File: src/hw/dsp_pkg.sv
// shared widths, types and register map for the readout DSP
// imported by every RTL block and by the testbench
package dsp_pkg;

	// adc and baseband samples
	localparam int SAMPLE_WIDTH = 16;
	localparam int NADC = 2;
	typedef logic signed [SAMPLE_WIDTH-1:0] sample_t;

	// accumulated window sum
	localparam int ACC_WIDTH = 32;
	typedef logic signed [ACC_WIDTH-1:0] acc_t;

	// shot count, also used for nshot
	typedef logic [31:0] shotcnt_t;

	// lane source select, values past NADC-1 give zero
	typedef logic [1:0] lanesel_t;

	// apb bus
	typedef logic [7:0] apb_addr_t;
	typedef logic [31:0] apb_data_t;

	typedef struct packed {
		logic psel;
		logic penable;
		logic pwrite;
		apb_addr_t paddr;
		apb_data_t pwdata;
	} apb_req_t;

	typedef struct packed {
		apb_data_t prdata;
		logic pready;
		logic pslverr;
	} apb_rsp_t;

	// registers to sequencer
	typedef struct packed {
		logic start;
		shotcnt_t nshot;
	} seq_ctrl_t;

	// sequencer back to registers
	typedef struct packed {
		logic lastshotdone;
		shotcnt_t shots_done;
	} seq_status_t;

	// one readout lane, sample with its gate
	typedef struct packed {
		sample_t sample;
		logic gate;
	} bb_lane_t;

	// neighbouring states differ in one bit
	typedef enum logic [3:0] {
		IDLE = 4'b0000,
		START = 4'b0001,
		PROCRUN = 4'b0011,
		ELEMBUSY = 4'b0010,
		MORESHOT = 4'b0110,
		SHOTADD = 4'b0111,
		DONE = 4'b0101
	} seq_state_e;

	// register offsets
	localparam apb_addr_t REG_CTRL = 8'h00;
	localparam apb_addr_t REG_NSHOT = 8'h04;
	localparam apb_addr_t REG_LANESEL = 8'h08;
	localparam apb_addr_t REG_STATUS = 8'h0C;
	localparam apb_addr_t REG_SHOTS = 8'h10;

endpackage

File: src/hw/dsp_regs.sv
// apb register block: run control, shot count, lane selects and status
// host writes nshot, then sets ctrl bit 0 to start a run
`timescale 1ns/1ps

module dsp_regs (
	input logic dspif,
	input logic reset,
	input dsp_pkg::apb_req_t apb_req,
	output dsp_pkg::apb_rsp_t apb_rsp,
	output dsp_pkg::seq_ctrl_t seq_ctrl,
	input dsp_pkg::seq_status_t seq_status,
	output logic resetacc,
	output dsp_pkg::lanesel_t lane1_sel,
	output dsp_pkg::lanesel_t lane2_sel
);
	import dsp_pkg::*;

	logic access;
	logic addr_ok;
	logic addr_ro;
	logic wr_en;
	apb_data_t rdata;
	shotcnt_t nshot_q;
	logic start_q;
	logic resetacc_q;
	lanesel_t lane1_q;
	lanesel_t lane2_q;

	// access phase, pready is always high so this lasts one cycle
	assign access = apb_req.psel & apb_req.penable;

	// address decode and read mux
	always_comb begin
		addr_ok = 1'b1;
		addr_ro = 1'b0;
		rdata = '0;
		case (apb_req.paddr)
			// start bit reads back as 0
			REG_CTRL: rdata = {30'd0, resetacc_q, 1'b0};
			REG_NSHOT: rdata = nshot_q;
			REG_LANESEL: rdata = {28'd0, lane2_q, lane1_q};
			REG_STATUS: begin
				rdata = {31'd0, seq_status.lastshotdone};
				addr_ro = 1'b1;
			end
			REG_SHOTS: begin
				rdata = seq_status.shots_done;
				addr_ro = 1'b1;
			end
			default: addr_ok = 1'b0;
		endcase
	end

	// bad accesses change nothing
	assign wr_en = access & apb_req.pwrite & addr_ok & ~addr_ro;

	always_ff @(posedge dspif) begin
		if (reset) begin
			start_q <= 1'b0;
			resetacc_q <= 1'b0;
			nshot_q <= '0;
			// adc 0 on lane 1, adc 1 on lane 2
			lane1_q <= 2'd0;
			lane2_q <= 2'd1;
		end else begin
			// strobe clears itself after one cycle
			start_q <= wr_en && apb_req.paddr == REG_CTRL && apb_req.pwdata[0];
			if (wr_en) begin
				case (apb_req.paddr)
					REG_CTRL: resetacc_q <= apb_req.pwdata[1];
					REG_NSHOT: nshot_q <= apb_req.pwdata;
					REG_LANESEL: begin
						lane1_q <= apb_req.pwdata[1:0];
						lane2_q <= apb_req.pwdata[3:2];
					end
					default: ;
				endcase
			end
		end
	end

	assign apb_rsp.prdata = rdata;
	assign apb_rsp.pready = 1'b1;
	assign apb_rsp.pslverr = access & (~addr_ok | (apb_req.pwrite & addr_ro));

	assign seq_ctrl.start = start_q;
	assign seq_ctrl.nshot = nshot_q;
	assign resetacc = resetacc_q;
	assign lane1_sel = lane1_q;
	assign lane2_sel = lane2_q;

	// host must hold psel through the access phase
	a_penable_psel: assert property (@(posedge dspif) disable iff (reset)
		apb_req.penable |-> apb_req.psel);

endmodule

File: src/hw/shot_sequencer.sv
// runs the processor group for nshot shots, nshot of 0 runs forever
// processors are held in reset between shots, lastshotdone marks the end of a run
`timescale 1ns/1ps

module shot_sequencer #(
	parameter int NPROC = 4
) (
	input logic dspif,
	input logic reset,
	input dsp_pkg::seq_ctrl_t seq_ctrl,
	input logic [NPROC-1:0] procdone,
	input logic [NPROC-1:0] nobusy,
	output logic procreset,
	output dsp_pkg::seq_status_t seq_status
);
	import dsp_pkg::*;

	seq_state_e state;
	seq_state_e nextstate;
	logic procdone_r;
	logic nobusy_r;
	shotcnt_t nshot_q;
	shotcnt_t shot_cnt;
	logic more_shots;
	logic procreset_q;
	logic lastshotdone_q;

	// keep going until the count matches, or forever for nshot 0
	assign more_shots = (shot_cnt != nshot_q) || (nshot_q == '0);

	always_comb begin
		nextstate = state;
		case (state)
			IDLE: begin
				if (seq_ctrl.start) begin
					nextstate = START;
				end
			end
			START: nextstate = PROCRUN;
			// wait for every processor to finish its program
			PROCRUN: begin
				if (procdone_r) begin
					nextstate = ELEMBUSY;
				end
			end
			// then for every element to go idle
			ELEMBUSY: begin
				if (nobusy_r) begin
					nextstate = MORESHOT;
				end
			end
			MORESHOT: nextstate = more_shots ? SHOTADD : DONE;
			SHOTADD: nextstate = START;
			DONE: nextstate = IDLE;
			default: nextstate = IDLE;
		endcase
	end

	// processor handshakes, one register stage, all bits anded
	always_ff @(posedge dspif) begin
		procdone_r <= &procdone;
		nobusy_r <= &nobusy;
		// shot target is picked up while idle
		if (state == IDLE) begin
			nshot_q <= seq_ctrl.nshot;
		end
	end

	always_ff @(posedge dspif) begin
		if (reset) begin
			state <= IDLE;
			procreset_q <= 1'b1;
			shot_cnt <= '0;
			lastshotdone_q <= 1'b0;
		end else begin
			state <= nextstate;
			// processors run only in START and PROCRUN
			procreset_q <= !(nextstate == START || nextstate == PROCRUN);
			if (state == IDLE && seq_ctrl.start) begin
				shot_cnt <= '0;
				lastshotdone_q <= 1'b0;
			end else if (state == ELEMBUSY && nobusy_r) begin
				// shot finished, count it before the more-shots check
				shot_cnt <= shot_cnt + 1'b1;
			end
			if (nextstate == DONE) begin
				lastshotdone_q <= 1'b1;
			end
		end
	end

	assign procreset = procreset_q;
	assign seq_status.lastshotdone = lastshotdone_q;
	assign seq_status.shots_done = shot_cnt;

	a_state_legal: assert property (@(posedge dspif) disable iff (reset)
		state inside {IDLE, START, PROCRUN, ELEMBUSY, MORESHOT, SHOTADD, DONE});

endmodule

File: src/hw/bb_select.sv
// baseband source select for the two readout lanes
// two register stages, gate rides along with the samples
`timescale 1ns/1ps

module bb_select (
	input logic dspif,
	input dsp_pkg::sample_t adc [dsp_pkg::NADC],
	input logic gate,
	input dsp_pkg::lanesel_t lane1_sel,
	input dsp_pkg::lanesel_t lane2_sel,
	output dsp_pkg::bb_lane_t lane1,
	output dsp_pkg::bb_lane_t lane2
);
	import dsp_pkg::*;

	sample_t adc_q [NADC];
	logic gate_q;

	// unmapped select gives a zero sample
	function automatic sample_t pick(input lanesel_t sel, input sample_t src [NADC]);
		sample_t res;
		res = '0;
		for (int i = 0; i < NADC; i++) begin
			if (sel == lanesel_t'(i)) begin
				res = src[i];
			end
		end
		return res;
	endfunction

	// stage 1, adc inputs and gate
	always_ff @(posedge dspif) begin
		adc_q <= adc;
		gate_q <= gate;
	end

	// stage 2, per lane mux
	always_ff @(posedge dspif) begin
		lane1.sample <= pick(lane1_sel, adc_q);
		lane1.gate <= gate_q;
		lane2.sample <= pick(lane2_sel, adc_q);
		lane2.gate <= gate_q;
	end

endmodule

File: src/hw/acc_writer.sv
// one readout channel: sums lane samples over the gate window
// writes the sum to the accumulation buffer when the gate falls
`timescale 1ns/1ps

module acc_writer #(
	parameter int ACC_ADDR_WIDTH = 10
) (
	input logic dspif,
	input logic reset,
	input logic resetacc,
	input dsp_pkg::bb_lane_t lane,
	output logic we,
	output logic [ACC_ADDR_WIDTH-1:0] addr,
	output dsp_pkg::acc_t data,
	output logic meas
);
	import dsp_pkg::*;

	acc_t sample_ext;
	acc_t sum;
	logic gate_d;
	logic gate_fall;
	logic we_q;
	logic [ACC_ADDR_WIDTH-1:0] addr_q;

	assign sample_ext = {{(ACC_WIDTH-SAMPLE_WIDTH){lane.sample[SAMPLE_WIDTH-1]}}, lane.sample};
	assign gate_fall = gate_d & ~lane.gate;

	// window sum, first gated sample restarts it
	always_ff @(posedge dspif) begin
		if (lane.gate) begin
			sum <= gate_d ? sum + sample_ext : sample_ext;
		end
	end

	always_ff @(posedge dspif) begin
		if (reset) begin
			gate_d <= 1'b0;
			we_q <= 1'b0;
			addr_q <= '0;
		end else begin
			gate_d <= lane.gate;
			we_q <= gate_fall;
			// address moves after each write and sticks at the last entry
			if (resetacc) begin
				addr_q <= '0;
			end else if (we_q && !(&addr_q)) begin
				addr_q <= addr_q + 1'b1;
			end
		end
	end

	assign we = we_q;
	assign addr = addr_q;
	// sum is stable once the gate is low
	assign data = sum;
	// state estimate from the sign of the in-phase sum
	assign meas = sum[ACC_WIDTH-1];

	a_addr_no_wrap: assert property (@(posedge dspif) disable iff (reset)
		(&addr_q && !resetacc) |=> addr_q != '0);

endmodule

File: src/hw/dsp_top.sv
// readout DSP top: apb registers, shot sequencer, lane select, accumulators
// channels below NDLO1 read lane 1, the rest lane 2
`timescale 1ns/1ps

module dsp_top #(
	parameter int NPROC = 4,
	parameter int NDLO = 4,
	parameter int NDLO1 = 2,
	parameter int ACC_ADDR_WIDTH = 10
) (
	input logic dspif,
	input logic reset,
	input dsp_pkg::apb_req_t apb_req,
	output dsp_pkg::apb_rsp_t apb_rsp,
	input dsp_pkg::sample_t adc [dsp_pkg::NADC],
	input logic gate,
	input logic [NPROC-1:0] procdone,
	input logic [NPROC-1:0] nobusy,
	output logic procreset,
	output logic acc_we [NDLO],
	output logic [ACC_ADDR_WIDTH-1:0] acc_addr [NDLO],
	output dsp_pkg::acc_t acc_data [NDLO],
	output logic meas [NDLO]
);
	import dsp_pkg::*;

	seq_ctrl_t seq_ctrl;
	seq_status_t seq_status;
	logic resetacc;
	lanesel_t lane1_sel;
	lanesel_t lane2_sel;
	bb_lane_t lane1;
	bb_lane_t lane2;

	// host access
	dsp_regs u_regs (
		.dspif(dspif),
		.reset(reset),
		.apb_req(apb_req),
		.apb_rsp(apb_rsp),
		.seq_ctrl(seq_ctrl),
		.seq_status(seq_status),
		.resetacc(resetacc),
		.lane1_sel(lane1_sel),
		.lane2_sel(lane2_sel)
	);

	shot_sequencer #(.NPROC(NPROC)) u_seq (
		.dspif(dspif),
		.reset(reset),
		.seq_ctrl(seq_ctrl),
		.procdone(procdone),
		.nobusy(nobusy),
		.procreset(procreset),
		.seq_status(seq_status)
	);

	// adc to lanes, 2 cycles
	bb_select u_bb (
		.dspif(dspif),
		.adc(adc),
		.gate(gate),
		.lane1_sel(lane1_sel),
		.lane2_sel(lane2_sel),
		.lane1(lane1),
		.lane2(lane2)
	);

	for (genvar i = 0; i < NDLO; i++) begin : g_acc
		acc_writer #(.ACC_ADDR_WIDTH(ACC_ADDR_WIDTH)) u_acc (
			.dspif(dspif),
			.reset(reset),
			.resetacc(resetacc),
			.lane((i < NDLO1) ? lane1 : lane2),
			.we(acc_we[i]),
			.addr(acc_addr[i]),
			.data(acc_data[i]),
			.meas(meas[i])
		);
	end

endmodule

File: config.mk
export PLATFORM = sky130hd
export DESIGN_NAME = dsp_top
export DESIGN_NICKNAME = d
export VERILOG_FILES = /design/src/hw/dsp_pkg.sv /design/src/hw/dsp_regs.sv /design/src/hw/shot_sequencer.sv /design/src/hw/bb_select.sv /design/src/hw/acc_writer.sv /design/src/hw/dsp_top.sv
export SDC_FILE = /design/constraint.sdc
export NUM_CORES = 1
export LEC_CHECK = 0
export BUFFER_PORTS_ARGS = -buffer_cell sky130_fd_sc_hd__buf_2
export CORE_AREA = 3 3 233 189
export CTS_BUF_LIST = sky130_fd_sc_hd__clkbuf_8
export DETAILED_ROUTE_END_ITERATION = 7
export DIE_AREA = 0 0 236 192
export MAX_ROUTING_LAYER = met4
export PLACE_DENSITY = 0.76
export SYNTH_ARGS = -nofsm -noshare
export SYNTH_HDL_FRONTEND = slang
export SYNTH_HIERARCHICAL = 1
export SYNTH_SLANG_ARGS = --single-unit
File: constraint.sdc
create_clock -name dspif -period 5.67 [get_ports dspif]
set_clock_uncertainty 0.05 [all_clocks]
set_input_delay 1.701 -clock dspif [delete_from_list [all_inputs] [get_ports dspif]]
set_output_delay 1.701 -clock dspif [all_outputs]
set_load 0.02 [all_outputs]
==> run metrics <==
Top Family by Delay on Critical Path=simple AND/OR/NAND/NOR gates; Final setup viols=0; fin crit period=around 5000 ps; vias in the first global route=16882; Initial Util=0.500; area delta synth->final=14.9%; max_slew headroom=0.163; Clock Sink Count=about 350; Worst-Margin Slew=1250 ps; type of origin of the critical path=input pin; status=finished, final reports clean; hold_ws=277 ps; Die X=roughly 240 µm; Synth area leaders=edfxtp_1, dfxtp_1, ha_1; final hold viol count=0; Final Slew Violations=0; Combinational Power Share=0.220; NetSw=approximately 0.0021 W; largest area contributor in the netlist=edfxtp_1; setup TNS=0 ps; port buffer count=between 200 and 300; Cell Int Power=just under 0.005 W; detailed placer's ending HPWL=around 44000 µm; # Post-CTS Setup Buffers=0; cell chain of the critical path=buf_2 -> nor4b_1 -> and2_1 -> buf_4 -> a22o_1 -> buf_2; DP Worst Slack=roughly 710 ps; syn_nets=between 2000 and 2500; clock power share=0.364; crit share post-route=0.883; part of the power in registers=0.416; critical path fanouts, max=30; Max IR drop VDD=around 0.00017 V; DRT Pass-1 Iters=5; Final ANT Viol Nets=0; Data arrival, critical path=around 3300 ps; fin nets=2604; layout cells sized above 1=0.204; core area=41800 µm²; global-route wire length before repair=91700 µm; cell area after synthesis=20900 µm²; TritonCTS Buffers=59; fmax=between 0.15 and 0.2 GHz; RSZ-0062 raised after global routing=no; CTS tree=yes; clk buf depth=3; prevailing post-synth register cell=dfxtp_1; Crit. End Element=output port; CP max-delay cell=nor4b_1; syn_area_per_cell=9.90 µm²; register area share after synthesis=0.414; vias post-DR=17647; Skew-Pair Late Insertion Delay=roughly 650 ps; CP dominant cell by count=buf_2; #FFs+latches synth=352; Clock Tree Root=clkbuf_8; PwrDens=293 nW/µm²; I/O Pins=just under 300; CP Data Required Time=3920 ps; largest net degree at the start of global routing=67; post-cts sizing count=0; # H-tree levels=2; CP Class=in2out; Post-synth top cells=dfxtp_1, a21oi_1, edfxtp_1; Worst-path clk slew=approximately 60 ps; cell count after synthesis=2111; max_cap viols=0; final wirelength=58700 µm; Leak Pwr=10.1 nW; initial antenna violation count=3; # DRC=0; GRT overflow=0; Net Sw Frac=0.301; Initial DRC Count=~1400; Chip Height=around 190 µm; Avg Vias per Cell=5.90; Row Count=between 60 and 70; count leader, synth=dfxtp_1; GP Congestion=0.944; final worst setup slack=661 ps; synth unique cells=91; Hold Buf Count CTS=0; EDFF count, synth=160; fraction of registers with async set/reset=0; Hold Path Class=reg2reg; die area=45300 µm²; CP bufs+invs=3; Crit path largest cell delay=500 ps; fin util=0.574; YS warnings=6; area share of the largest cell type after synthesis=0.230; WL/cell=19.6 µm; Tot GR Track Use=0.258
cell type report:
class | count | area (µm²)
clock buffer | 73 | 1000
antenna | 4 | 10.0
tap | 552 | 691
multi-input combinational | 1629 | 11600
sequential | 352 | 8650
inverter | 33 | 124
fill | 3621 | 17800
timing repair buffer | 310 | 1590
clock inverter | 39 | 347
power groups by stage:
stage / Clock, W / Combinational [W] / Sequential (W)
3_5_place_dp: 0 / 0.00153 / 0.00298
5_1_grt: 0.00275 / 0.00171 / 0.00294
6_report: 0.00256 / 0.00155 / 0.00293
2_1_floorplan: 0 / 0.00103 / 0.00306
3_3_place_gp: 0 / 0.00150 / 0.00297
4_1_cts: 0.00264 / 0.00154 / 0.00293
final timing paths:
path	slack (ps)	start	depth (start not counted)	end
hold / removal	280	u_bb/gate_q	0	u_bb/lane2[0]
setup / recovery	660	apb_req[34]	6	apb_rsp[11]
setup reg to reg	1970	u_bb/lane1[16]	10	g_acc[1].u_acc/data[28]
hold reg to reg	280	u_bb/gate_q	0	u_bb/lane2[0]
per-stage QoR:
stage / total power, W / cells / cell area (µm²)
2_1_floorplan: 0.00409 / 2111 / 20900
3_3_place_gp: 0.00447 / 2876 / 22700
3_5_place_dp: 0.00451 / 2876 / 22700
4_1_cts: 0.00710 / 2988 / 24000
5_1_grt: 0.00740 / 2991 / 24000
6_report: 0.00704 / 2992 / 24000
cell families (layout without fill, tap and decap cells):
kind of cell,Yosys count,count (layout),synth area share
AOI/OAI and AO/OA,526,526,0.168
other,2,6,0.000359
and+or+nand+nor,665,665,0.167
buffers and inverters,130,455,0.0315
xor gates and xnor gates,169,169,0.0708
DFF,352,352,0.414
adders and majority gates,133,133,0.0810
muxes,134,134,0.0674
worst reg2reg max path, cell delays in order (launching register included):
cell	delay [ps]
dfxtp_1	910
buf_4	420
ha_1	340
a21oi_1	190
o21bai_1	80
a21oi_1	250
o221ai_1	210
a211oi_1	300
nor2_1	100
or3_1	350
a31o_2	230
per-layer routing:
layer  share of wire  global-route usage  wire (µm)  vias up
met5               0                   -          0        -
met4           0.025              0.0816       1480        0
met2            0.43               0.377      25500      723
met3           0.087              0.0566       5080      101
met1            0.45               0.357      26600     8408
li1                -                   -          -     8415
cell usage in the layout, fill, tap and decap left out, drive strengths merged, types with 54 or more instances in the layout:
cell type    n
buf        310
dfxtp      192
a21oi      167
edfxtp     160
nor2       146
ha         129
nand2      126
o21ai      115
xor2        87
xnor2       82
nand2b      80
mux2i       80
clkbuf      73
a21o        57
nand3       55
mux2        54
state kept, by name, indices dropped and copies added (netlist names), 2 cells and up:
name and flops:
u_seq/nshot_q 32, g_acc.u_acc/we 4, u_regs/nshot_q 32, u_seq/state 4
u_bb/lane1 16, g_acc.u_acc/data 128, g_acc.u_acc/addr 40, u_regs/lane1_sel 2
g_acc.u_acc/gate_d 4, u_bb/adc_q 32, u_seq/shot_cnt 32, u_bb/lane2 17
u_regs/lane2_sel 2
Power figures use the tool's default switching activity.
